**config.mk**
```make
export PLATFORM = sky130hd
export DESIGN_NAME = soc_bus_top
export DESIGN_NICKNAME = d
export VERILOG_FILES = /design/src/rtl/soc_pkg.sv /design/src/rtl/bus_router.sv /design/src/rtl/gpio_pad_ctrl.sv /design/src/rtl/irq_vector.sv /design/src/rtl/mmio_regs.sv /design/src/rtl/soc_bus_top.sv
export VERILOG_INCLUDE_DIRS = /design/src /design/src/rtl
export SDC_FILE = /design/constraint.sdc
export NUM_CORES = 1
export LEC_CHECK = 0
export BUFFER_PORTS_ARGS = -buffer_cell sky130_fd_sc_hd__buf_2
export CORE_MARGIN = 2
export CORE_UTILIZATION = 42
export DETAILED_ROUTE_END_ITERATION = 6
export GPL_TIMING_DRIVEN = 0
export PLACE_DENSITY = 0.82
export SLEW_MARGIN = 20
export SYNTH_ARGS = -nofsm -noshare
export SYNTH_HDL_FRONTEND = slang
export SYNTH_SLANG_ARGS = --single-unit
```
**constraint.sdc**
```tcl
create_clock -name clk_i -period 3.1 [get_ports clk_i]
set_clock_uncertainty 0.2 [all_clocks]
set_input_delay 0.465 -clock clk_i [delete_from_list [all_inputs] [get_ports clk_i]]
set_output_delay 0.465 -clock clk_i [all_outputs]
set_load 0.005 [all_outputs]
```
**src/rtl/soc_defs.svh**
```systemverilog
`ifndef SOC_DEFS_SVH
`define SOC_DEFS_SVH

// pads and on-chip sram
`define SOC_GPIO_W        16
`define SOC_RAM_WORDS     16384
`define SOC_RAM_AW        14

// register page, upper 24 address bits
`define SOC_MMIO_PAGE     24'h030000
`define SOC_MMIO_OFS_W    8

`define SOC_REG_GPIO      8'h00
`define SOC_REG_OEB       8'h04
`define SOC_REG_PU        8'h08
`define SOC_REG_PD        8'h0c
`define SOC_REG_CFG       8'h18
`define SOC_REG_MFGR      8'h24
`define SOC_REG_PROD      8'h28
`define SOC_REG_MASK      8'h2c
`define SOC_REG_CLKSEL    8'h30
`define SOC_REG_XTAL_DEST 8'h34
`define SOC_REG_PLL_DEST  8'h38
`define SOC_REG_TRAP_DEST 8'h3c
`define SOC_REG_IRQ7_SRC  8'h40
`define SOC_REG_IRQ8_SRC  8'h44

// housekeeping spi read-only field widths
`define SOC_CFG_W         8
`define SOC_MFGR_W        12
`define SOC_PROD_W        8
`define SOC_MASK_W        4

// pads come up as inputs
`define SOC_OEB_RST       16'hffff

// interrupt bit positions
`define SOC_IRQ_PIN       5
`define SOC_IRQ_SPI       6
`define SOC_IRQ_SEL7      7
`define SOC_IRQ_SEL8      8

`endif

```
**src/rtl/soc_pkg.sv**
```systemverilog
`include "soc_defs.svh"

package soc_pkg;

  // decoded target of a native bus request
  typedef enum logic [1:0] {
    REGION_NONE = 2'd0,
    REGION_RAM  = 2'd1,
    REGION_MMIO = 2'd2
  } bus_region_e;

  // one bit per pad
  typedef logic [`SOC_GPIO_W-1:0] gpio_t;

  // routing or irq source select, 0 is off
  typedef logic [1:0] route_sel_t;

  typedef logic [31:0] word_t;

endpackage

```
**src/rtl/bus_router.sv**
```systemverilog
`include "soc_defs.svh"

module bus_router
  import soc_pkg::*;
(
  input  logic                       clk_i,
  input  logic                       rst_n_i,
  input  logic                       mem_valid_i,
  input  word_t                      mem_addr_i,
  input  word_t                      mem_wdata_i,
  input  logic [3:0]                 mem_wstrb_i,
  input  word_t                      ram_rdata_i,
  input  logic                       mmio_ready_i,
  input  word_t                      mmio_rdata_i,
  output logic                       mem_ready_o,
  output word_t                      mem_rdata_o,
  output logic [3:0]                 ram_wstrb_o,
  output logic [`SOC_RAM_AW-1:0]     ram_addr_o,
  output word_t                      ram_wdata_o,
  output logic                       mmio_req_o,
  output logic [`SOC_MMIO_OFS_W-1:0] mmio_offset_o,
  output word_t                      mmio_wdata_o,
  output logic [3:0]                 mmio_wstrb_o
);

  localparam word_t RAM_BYTES = word_t'(`SOC_RAM_WORDS * 4);

  bus_region_e region;
  logic        ram_sel;
  logic        ram_ready_q;

  // decode stage
  always_comb begin
    if (mem_addr_i < RAM_BYTES) begin
      region = REGION_RAM;
    end else if (mem_addr_i[31:`SOC_MMIO_OFS_W] == `SOC_MMIO_PAGE) begin
      region = REGION_MMIO;
    end else begin
      region = REGION_NONE;
    end
  end

  // strobes only while the access is still pending
  assign ram_sel     = mem_valid_i && !mem_ready_o && (region == REGION_RAM);
  assign ram_wstrb_o = ram_sel ? mem_wstrb_i : 4'h0;
  assign ram_addr_o  = mem_addr_i[`SOC_RAM_AW+1:2];
  assign ram_wdata_o = mem_wdata_i;

  assign mmio_req_o    = mem_valid_i && (region == REGION_MMIO);
  assign mmio_offset_o = mem_addr_i[`SOC_MMIO_OFS_W-1:0];
  assign mmio_wdata_o  = mem_wdata_i;
  assign mmio_wstrb_o  = mem_wstrb_i;

  // sram answers one cycle later
  always_ff @(posedge clk_i or negedge rst_n_i) begin
    if (!rst_n_i) begin
      ram_ready_q <= 1'b0;
    end else begin
      ram_ready_q <= ram_sel;
    end
  end

  assign mem_ready_o = ram_ready_q || mmio_ready_i;

  always_comb begin
    if (ram_ready_q) begin
      mem_rdata_o = ram_rdata_i;
    end else if (mmio_ready_i) begin
      mem_rdata_o = mmio_rdata_i;
    end else begin
      mem_rdata_o = '0;
    end
  end

endmodule

```
**src/rtl/gpio_pad_ctrl.sv**
```systemverilog
`include "soc_defs.svh"

module gpio_pad_ctrl
  import soc_pkg::*;
(
  input  logic       rst_n_i,
  input  logic       clk_i,
  input  logic       xtal_in_i,
  input  logic       clk_pll_i,
  input  logic       trap_i,
  input  gpio_t      gpio_i,
  input  gpio_t      gpio_oeb_i,
  input  gpio_t      gpio_pu_i,
  input  gpio_t      gpio_pd_i,
  input  route_sel_t xtal_dest_i,
  input  route_sel_t pll_dest_i,
  input  route_sel_t trap_dest_i,
  output gpio_t      gpio_out_o,
  output gpio_t      gpio_outenb_o,
  output gpio_t      gpio_pullupb_o,
  output gpio_t      gpio_pulldownb_o
);

  // pads 5-7, 8-10 and 11-13
  localparam gpio_t XTAL_GRP = 16'h00e0;
  localparam gpio_t PLL_GRP  = 16'h0700;
  localparam gpio_t TRAP_GRP = 16'h3800;

  gpio_t grp_on;
  gpio_t pad_out;

  assign grp_on = ({`SOC_GPIO_W{xtal_dest_i != '0}} & XTAL_GRP) |
                  ({`SOC_GPIO_W{pll_dest_i != '0}} & PLL_GRP) |
                  ({`SOC_GPIO_W{trap_dest_i != '0}} & TRAP_GRP);

  always_comb begin
    pad_out = gpio_i;
    case (xtal_dest_i)
      2'd1:    pad_out[5] = xtal_in_i;
      2'd2:    pad_out[6] = xtal_in_i;
      2'd3:    pad_out[7] = xtal_in_i;
      default: ;
    endcase
    // pad 10 stays on its register
    case (pll_dest_i)
      2'd1:    pad_out[8] = clk_pll_i;
      2'd2:    pad_out[9] = clk_i;
      default: ;
    endcase
    case (trap_dest_i)
      2'd1:    pad_out[11] = trap_i;
      2'd2:    pad_out[12] = trap_i;
      2'd3:    pad_out[13] = trap_i;
      default: ;
    endcase
  end

  assign gpio_out_o       = pad_out;
  // all pads tristated while reset is asserted
  assign gpio_outenb_o    = {`SOC_GPIO_W{!rst_n_i}} | (gpio_oeb_i & ~grp_on);
  assign gpio_pullupb_o   = gpio_pu_i | grp_on;
  assign gpio_pulldownb_o = gpio_pd_i | grp_on;

endmodule

```
**src/rtl/irq_vector.sv**
```systemverilog
`include "soc_defs.svh"

module irq_vector
  import soc_pkg::*;
(
  input  gpio_t      gpio_in_i,
  input  route_sel_t irq7_src_i,
  input  route_sel_t irq8_src_i,
  input  logic       irq_pin_i,
  input  logic       irq_spi_i,
  output word_t      irq_o
);

  // code n picks src[n-1], code 0 is no source
  function automatic logic pick_src(route_sel_t sel, logic [2:0] src);
    logic bit_v;
    case (sel)
      2'd1:    bit_v = src[0];
      2'd2:    bit_v = src[1];
      2'd3:    bit_v = src[2];
      default: bit_v = 1'b0;
    endcase
    return bit_v;
  endfunction

  always_comb begin
    irq_o                = '0;
    irq_o[`SOC_IRQ_PIN]  = irq_pin_i;
    irq_o[`SOC_IRQ_SPI]  = irq_spi_i;
    irq_o[`SOC_IRQ_SEL7] = pick_src(irq7_src_i, gpio_in_i[2:0]);
    irq_o[`SOC_IRQ_SEL8] = pick_src(irq8_src_i, gpio_in_i[5:3]);
  end

endmodule

```
**src/rtl/mmio_regs.sv**
```systemverilog
`include "soc_defs.svh"

module mmio_regs
  import soc_pkg::*;
(
  input  logic                       clk_i,
  input  logic                       rst_n_i,
  input  logic                       mmio_req_i,
  input  logic [`SOC_MMIO_OFS_W-1:0] mmio_offset_i,
  input  word_t                      mmio_wdata_i,
  input  logic [3:0]                 mmio_wstrb_i,
  input  gpio_t                      gpio_in_i,
  input  gpio_t                      gpio_out_i,
  input  logic [`SOC_CFG_W-1:0]      spi_cfg_i,
  input  logic [`SOC_MFGR_W-1:0]     mfgr_id_i,
  input  logic [`SOC_PROD_W-1:0]     prod_id_i,
  input  logic [`SOC_MASK_W-1:0]     mask_rev_i,
  input  logic                       clk_ext_sel_i,
  output logic                       mmio_ready_o,
  output word_t                      mmio_rdata_o,
  output gpio_t                      gpio_o,
  output gpio_t                      gpio_oeb_o,
  output gpio_t                      gpio_pu_o,
  output gpio_t                      gpio_pd_o,
  output route_sel_t                 xtal_dest_o,
  output route_sel_t                 pll_dest_o,
  output route_sel_t                 trap_dest_o,
  output route_sel_t                 irq7_src_o,
  output route_sel_t                 irq8_src_o
);

  logic       ready_q;
  logic       serve;
  word_t      rd_word;
  word_t      rdata_q;
  gpio_t      gpio_q;
  gpio_t      oeb_q;
  gpio_t      pu_q;
  gpio_t      pd_q;
  route_sel_t xtal_q;
  route_sel_t pll_q;
  route_sel_t trap_q;
  route_sel_t irq7_q;
  route_sel_t irq8_q;

  // low byte under strobe 0, high byte under strobe 1
  function automatic gpio_t merge_half(gpio_t cur, word_t wdata, logic [3:0] wstrb);
    gpio_t nxt;
    nxt = cur;
    if (wstrb[0]) begin
      nxt[7:0] = wdata[7:0];
    end
    if (wstrb[1]) begin
      nxt[15:8] = wdata[15:8];
    end
    return nxt;
  endfunction

  // one cycle per request, ready drops after serving
  assign serve = mmio_req_i && !ready_q;

  always_comb begin
    case (mmio_offset_i)
      `SOC_REG_GPIO:      rd_word = {gpio_out_i, gpio_in_i};
      `SOC_REG_OEB:       rd_word = word_t'(oeb_q);
      `SOC_REG_PU:        rd_word = word_t'(pu_q);
      `SOC_REG_PD:        rd_word = word_t'(pd_q);
      `SOC_REG_CFG:       rd_word = word_t'(spi_cfg_i);
      `SOC_REG_MFGR:      rd_word = word_t'(mfgr_id_i);
      `SOC_REG_PROD:      rd_word = word_t'(prod_id_i);
      `SOC_REG_MASK:      rd_word = word_t'(mask_rev_i);
      `SOC_REG_CLKSEL:    rd_word = word_t'(clk_ext_sel_i);
      `SOC_REG_XTAL_DEST: rd_word = word_t'(xtal_q);
      `SOC_REG_PLL_DEST:  rd_word = word_t'(pll_q);
      `SOC_REG_TRAP_DEST: rd_word = word_t'(trap_q);
      `SOC_REG_IRQ7_SRC:  rd_word = word_t'(irq7_q);
      `SOC_REG_IRQ8_SRC:  rd_word = word_t'(irq8_q);
      // unmapped offsets read as zero
      default:            rd_word = '0;
    endcase
  end

  always_ff @(posedge clk_i or negedge rst_n_i) begin
    if (!rst_n_i) begin
      ready_q <= 1'b0;
      gpio_q  <= '0;
      oeb_q   <= `SOC_OEB_RST;
      pu_q    <= '0;
      pd_q    <= '0;
      xtal_q  <= '0;
      pll_q   <= '0;
      trap_q  <= '0;
      irq7_q  <= '0;
      irq8_q  <= '0;
    end else begin
      ready_q <= serve;
      if (serve) begin
        case (mmio_offset_i)
          `SOC_REG_GPIO: gpio_q <= merge_half(gpio_q, mmio_wdata_i, mmio_wstrb_i);
          `SOC_REG_OEB:  oeb_q  <= merge_half(oeb_q, mmio_wdata_i, mmio_wstrb_i);
          `SOC_REG_PU:   pu_q   <= merge_half(pu_q, mmio_wdata_i, mmio_wstrb_i);
          `SOC_REG_PD:   pd_q   <= merge_half(pd_q, mmio_wdata_i, mmio_wstrb_i);
          `SOC_REG_XTAL_DEST: begin
            if (mmio_wstrb_i[0]) xtal_q <= mmio_wdata_i[1:0];
          end
          `SOC_REG_PLL_DEST: begin
            if (mmio_wstrb_i[0]) pll_q <= mmio_wdata_i[1:0];
          end
          `SOC_REG_TRAP_DEST: begin
            if (mmio_wstrb_i[0]) trap_q <= mmio_wdata_i[1:0];
          end
          `SOC_REG_IRQ7_SRC: begin
            if (mmio_wstrb_i[0]) irq7_q <= mmio_wdata_i[1:0];
          end
          `SOC_REG_IRQ8_SRC: begin
            if (mmio_wstrb_i[0]) irq8_q <= mmio_wdata_i[1:0];
          end
          default: ;
        endcase
      end
    end
  end

  // read data captured with the pre-write values
  always_ff @(posedge clk_i) begin
    if (serve) begin
      rdata_q <= rd_word;
    end
  end

  assign mmio_ready_o = ready_q;
  assign mmio_rdata_o = rdata_q;
  assign gpio_o       = gpio_q;
  assign gpio_oeb_o   = oeb_q;
  assign gpio_pu_o    = pu_q;
  assign gpio_pd_o    = pd_q;
  assign xtal_dest_o  = xtal_q;
  assign pll_dest_o   = pll_q;
  assign trap_dest_o  = trap_q;
  assign irq7_src_o   = irq7_q;
  assign irq8_src_o   = irq8_q;

endmodule

```
**src/rtl/soc_bus_top.sv**
```systemverilog
`include "soc_defs.svh"

module soc_bus_top
  import soc_pkg::*;
(
  input  logic                   clk_i,
  input  logic                   rst_n_i,
  input  logic                   mem_valid_i,
  input  word_t                  mem_addr_i,
  input  word_t                  mem_wdata_i,
  input  logic [3:0]             mem_wstrb_i,
  input  word_t                  ram_rdata_i,
  input  gpio_t                  gpio_in_i,
  input  logic                   xtal_in_i,
  input  logic                   clk_pll_i,
  input  logic                   trap_i,
  input  logic                   irq_pin_i,
  input  logic                   irq_spi_i,
  input  logic [`SOC_CFG_W-1:0]  spi_cfg_i,
  input  logic [`SOC_MFGR_W-1:0] mfgr_id_i,
  input  logic [`SOC_PROD_W-1:0] prod_id_i,
  input  logic [`SOC_MASK_W-1:0] mask_rev_i,
  input  logic                   clk_ext_sel_i,
  output logic                   mem_ready_o,
  output word_t                  mem_rdata_o,
  output logic [3:0]             ram_wstrb_o,
  output logic [`SOC_RAM_AW-1:0] ram_addr_o,
  output word_t                  ram_wdata_o,
  output gpio_t                  gpio_out_o,
  output gpio_t                  gpio_outenb_o,
  output gpio_t                  gpio_pullupb_o,
  output gpio_t                  gpio_pulldownb_o,
  output word_t                  irq_o
);

  logic                       mmio_req;
  logic [`SOC_MMIO_OFS_W-1:0] mmio_offset;
  word_t                      mmio_wdata;
  logic [3:0]                 mmio_wstrb;
  logic                       mmio_ready;
  word_t                      mmio_rdata;
  gpio_t                      gpio_reg;
  gpio_t                      gpio_oeb;
  gpio_t                      gpio_pu;
  gpio_t                      gpio_pd;
  route_sel_t                 xtal_dest;
  route_sel_t                 pll_dest;
  route_sel_t                 trap_dest;
  route_sel_t                 irq7_src;
  route_sel_t                 irq8_src;

  bus_router u_bus_router (
    .clk_i        (clk_i),
    .rst_n_i      (rst_n_i),
    .mem_valid_i  (mem_valid_i),
    .mem_addr_i   (mem_addr_i),
    .mem_wdata_i  (mem_wdata_i),
    .mem_wstrb_i  (mem_wstrb_i),
    .ram_rdata_i  (ram_rdata_i),
    .mmio_ready_i (mmio_ready),
    .mmio_rdata_i (mmio_rdata),
    .mem_ready_o  (mem_ready_o),
    .mem_rdata_o  (mem_rdata_o),
    .ram_wstrb_o  (ram_wstrb_o),
    .ram_addr_o   (ram_addr_o),
    .ram_wdata_o  (ram_wdata_o),
    .mmio_req_o   (mmio_req),
    .mmio_offset_o(mmio_offset),
    .mmio_wdata_o (mmio_wdata),
    .mmio_wstrb_o (mmio_wstrb)
  );

  mmio_regs u_mmio_regs (
    .clk_i        (clk_i),
    .rst_n_i      (rst_n_i),
    .mmio_req_i   (mmio_req),
    .mmio_offset_i(mmio_offset),
    .mmio_wdata_i (mmio_wdata),
    .mmio_wstrb_i (mmio_wstrb),
    .gpio_in_i    (gpio_in_i),
    .gpio_out_i   (gpio_out_o),
    .spi_cfg_i    (spi_cfg_i),
    .mfgr_id_i    (mfgr_id_i),
    .prod_id_i    (prod_id_i),
    .mask_rev_i   (mask_rev_i),
    .clk_ext_sel_i(clk_ext_sel_i),
    .mmio_ready_o (mmio_ready),
    .mmio_rdata_o (mmio_rdata),
    .gpio_o       (gpio_reg),
    .gpio_oeb_o   (gpio_oeb),
    .gpio_pu_o    (gpio_pu),
    .gpio_pd_o    (gpio_pd),
    .xtal_dest_o  (xtal_dest),
    .pll_dest_o   (pll_dest),
    .trap_dest_o  (trap_dest),
    .irq7_src_o   (irq7_src),
    .irq8_src_o   (irq8_src)
  );

  gpio_pad_ctrl u_gpio_pad_ctrl (
    .rst_n_i         (rst_n_i),
    .clk_i           (clk_i),
    .xtal_in_i       (xtal_in_i),
    .clk_pll_i       (clk_pll_i),
    .trap_i          (trap_i),
    .gpio_i          (gpio_reg),
    .gpio_oeb_i      (gpio_oeb),
    .gpio_pu_i       (gpio_pu),
    .gpio_pd_i       (gpio_pd),
    .xtal_dest_i     (xtal_dest),
    .pll_dest_i      (pll_dest),
    .trap_dest_i     (trap_dest),
    .gpio_out_o      (gpio_out_o),
    .gpio_outenb_o   (gpio_outenb_o),
    .gpio_pullupb_o  (gpio_pullupb_o),
    .gpio_pulldownb_o(gpio_pulldownb_o)
  );

  irq_vector u_irq_vector (
    .gpio_in_i (gpio_in_i),
    .irq7_src_i(irq7_src),
    .irq8_src_i(irq8_src),
    .irq_pin_i (irq_pin_i),
    .irq_spi_i (irq_spi_i),
    .irq_o     (irq_o)
  );

endmodule

```
==> flow_metrics.tcl <==
set metrics [dict create \
    status "complete, no violations" \
    crit_required_ns 2.43 \
    worstHoldStart "mem_addr_i[24]" \
    async_reset_ff_frac 0.704 \
    synthDistinctLibCells 49 \
    multi_input_area_um2 2970 \
    endpoint_kind "output pin" \
    slew_headroom 0.388 \
    slowest_stage "mux2_4" \
    die_h_um 130 \
    fillers 1384 \
    drt-vias-per-instance 5.25 \
    hold_ws_ns 0.0438 \
    hp-class "in -> reg" \
    cp_common_cell "clkbuf_16" \
    regArea_um2 2880 \
    setup_viol 0 \
    syn-cell-area_um2 6620 \
    fp-row-count 45 \
    grt_pass1_vias 6021 \
    crit_fanout 2 \
    drive_gt1_frac 0.578 \
    critPathKind "clk -> out" \
    clkLatencyLatePin_ns 0.46 \
    cts_tree "built" \
    cp-start-kind "clock port" \
    startpoint "clk_i" \
    worstMarginPinSlew_ns 0.918 \
    syn_avg_cell_area_um2 11.3 \
    grt_max_degree 45 \
    rsz0062_at_grt "false" \
    worstPathArrival_ns 2.32 \
    syn_inst 587 \
    die_x_um 130 \
    drt-wirelength-per-cell_um 20.4 \
    port_buffers 286 \
    dp_hpwl_um 18300 \
    start_util 0.432 \
    drv_cap 0 \
    wl_um 23300 \
    boundaryPins 336 \
    yosysWarnings 0 \
    cp_cell_sequence "clkbuf_16, clkbuf_16, clkbuf_16, mux2_4, buf_6" \
    path_clk_slew_ns 0.07 \
    maxSlewViolCount 0 \
    yosys_register_bits 108 \
    firstDrtPassIters 6 \
    setup_tns_ns 0 \
    slowest_delay_ns 0.27 \
    final_nets 1078 \
    gp_routability_congestion 0.922 \
    grt_pass1_wl_um 33900 \
    powerDensity_nw_per_um2 361 \
    crit_buf_inv 4 \
    grt.overflow.total 0 \
    p_leak_uw 0.00465 \
    dieArea_um2 16800 \
    synth_edf_count 32 \
    syn2layout_area_growth_pct 35.4 \
    drtIter0Drc 490 \
    vias 5985 \
    drc 0 \
    core_area_um2 15300 \
    synth_seq_area_share 0.436 \
    synth-main-ff-cell "dfrtp_1" \
    drtAntennaViolNets 0 \
    ir_drop_uv 293 \
    track_usage 0.273 \
    reg2reg_from "u_mmio_regs.mmio_ready_o" \
    antenna_found_initial 3 \
    critPathTopFamily "buffers and inverters" \
    hold_violations 0 \
]
[sequential cells by signal, indices dropped and copies added (netlist names)]
name	flops
u_mmio_regs.xtal_dest_o	2
u_mmio_regs.gpio_pd_o	16
u_mmio_regs.pll_dest_o	2
u_mmio_regs.irq7_src_o	2
u_mmio_regs.gpio_o	16
u_mmio_regs.mmio_rdata_o	32
u_mmio_regs.gpio_pu_o	16
u_mmio_regs.irq8_src_o	2
u_mmio_regs.gpio_oeb_o	16
u_mmio_regs.mmio_ready_o	1
u_bus_router.ram_ready_q	1
u_mmio_regs.trap_dest_o	2
[per-stage QoR]
stage / cell area [um2] / setup WS, ns / util / cells / total power, uW
detailed placement: 8490 / -0.576 / 0.554 / 1114 / 1840
finish: 8960 / 0.112 / 0.585 / 1140 / 3240
CTS: 8960 / 0.0406 / 0.585 / 1139 / 3250
floorplan: 6720 / 0.221 / - / 614 / 1630
global placement: 8420 / -0.519 / 0.550 / 1111 / 1830
global route: 8960 / 0.0885 / 0.585 / 1139 / 3330
[worst paths after layout]
kind                       slack [ns]  cells after the start                          to
max                              0.11                      5               gpio_out_o[9]
min                              0.04                      2    u_bus_router.ram_ready_q
max reg2reg                      0.39                      5    u_mmio_regs.gpio_pd_o[7]
min reg2reg                      0.31                      1      u_mmio_regs.gpio_o[12]
max in group asynchronous        1.64                      3  u_mmio_regs.gpio_oeb_o[14]
min in group asynchronous        0.37                      2    u_mmio_regs.gpio_pu_o[7]
[cell families (layout without fill, tap and decap cells)]
logic type	after synthesis	after routing	synth area share
muxes	99	99	0.172
AOI/OAI and AO/OA	87	87	0.105
and+or+nand+nor	157	157	0.152
other	1	30	0.000567
DFF	108	108	0.436
buffers and inverters	135	448	0.134
[per-layer routing]
| layer | vias to the layer above | routed length [um] | track usage |
|---|---|---|---|
| met1 | 2887 | 8660 | 0.321 |
| met4 | 2 | 723 | 0.113 |
| li1 | 2712 | - | - |
| met3 | 55 | 1990 | 0.0611 |
| met2 | 329 | 11900 | 0.481 |
| met5 | - | 17 | 0 |
[power breakdown]
group / switching, uW / internal (uW) / total (uW)
Clock: 572 / 851 / 1420
Sequential: 0.0000437 / 1460 / 1460
Combinational: 176 / 179 / 355
[final cells by class]
type / instances / area share
multi-input cells: 371 / 0.332
well taps: 211 / 0.0295
diodes: 2 / 0.000559
clock buffers: 17 / 0.0416
plain buffers: 131 / 0.0976
flip-flops and latches: 108 / 0.322
clock inverters: 7 / 0.00866
repair buffers: 290 / 0.168
inverters: 3 / 0.00126
[cell usage in the layout, fill, tap and decap left out, drive strengths merged, types with 2 or more instances in the layout]
cell type  netlist  routed
or3             18      18
a22o            35      35
a22oi           21      21
a222oi           4       4
and2            17      17
and3             8       8
diode            0       2
clkbuf          28      42
nor4            16      16
o2bb2ai          2       2
nor2b            5       5
a221o            2       2
nand2           44      44
dfstp           16      16
nor3             6       6
nor4bb           4       4
clkinv           1       6
nand3            6       6
conb             1      28
nand2b          12      12
o21ai           10      10
nor2             9       9
buf            104     395
inv              2       2
mux2i            7       7
dfrtp           60      60
edfxtp          32      32
a32oi            4       4
mux2            89      89
mux4             3       3
o211ai           3       3
nor4b            6       6
[repair_timing]
action	in CTS	in global routing
resized for setup	3	0
pin swaps	1	0
endpoints found under the setup margin	5	5
hold buffers	1	0
setup buffers	2	0
cloned	0	0
endpoints found under the hold margin	31	0
[Yosys cell counts (all sizes together) (2+ instances only)]
library cell  number  area, um2
nor4              16        220
a32oi              4       35.0
a221o              2       20.0
dfrtp             60       1500
mux2i              7       70.1
or3               18        113
nor2               9       33.8
a22oi             21        158
clkbuf            28        105
nand3              6       30.0
o2bb2ai            2       17.5
nor2b              5       31.3
dfstp             16        420
mux2              89       1000
and2              17        106
inv                2       7.51
nor4bb             4       40.0
a22o              35        307
a222oi             4       40.0
mux4               3       67.6
nand2             44        165
edfxtp            32        961
o211ai             3       22.5
nor3               6       30.0
o21ai             10       50.1
buf              104        773
nor4b              6       58.8
and3               8       50.1
nand2b            12       75.1
(Power assumes the default switching activity.)
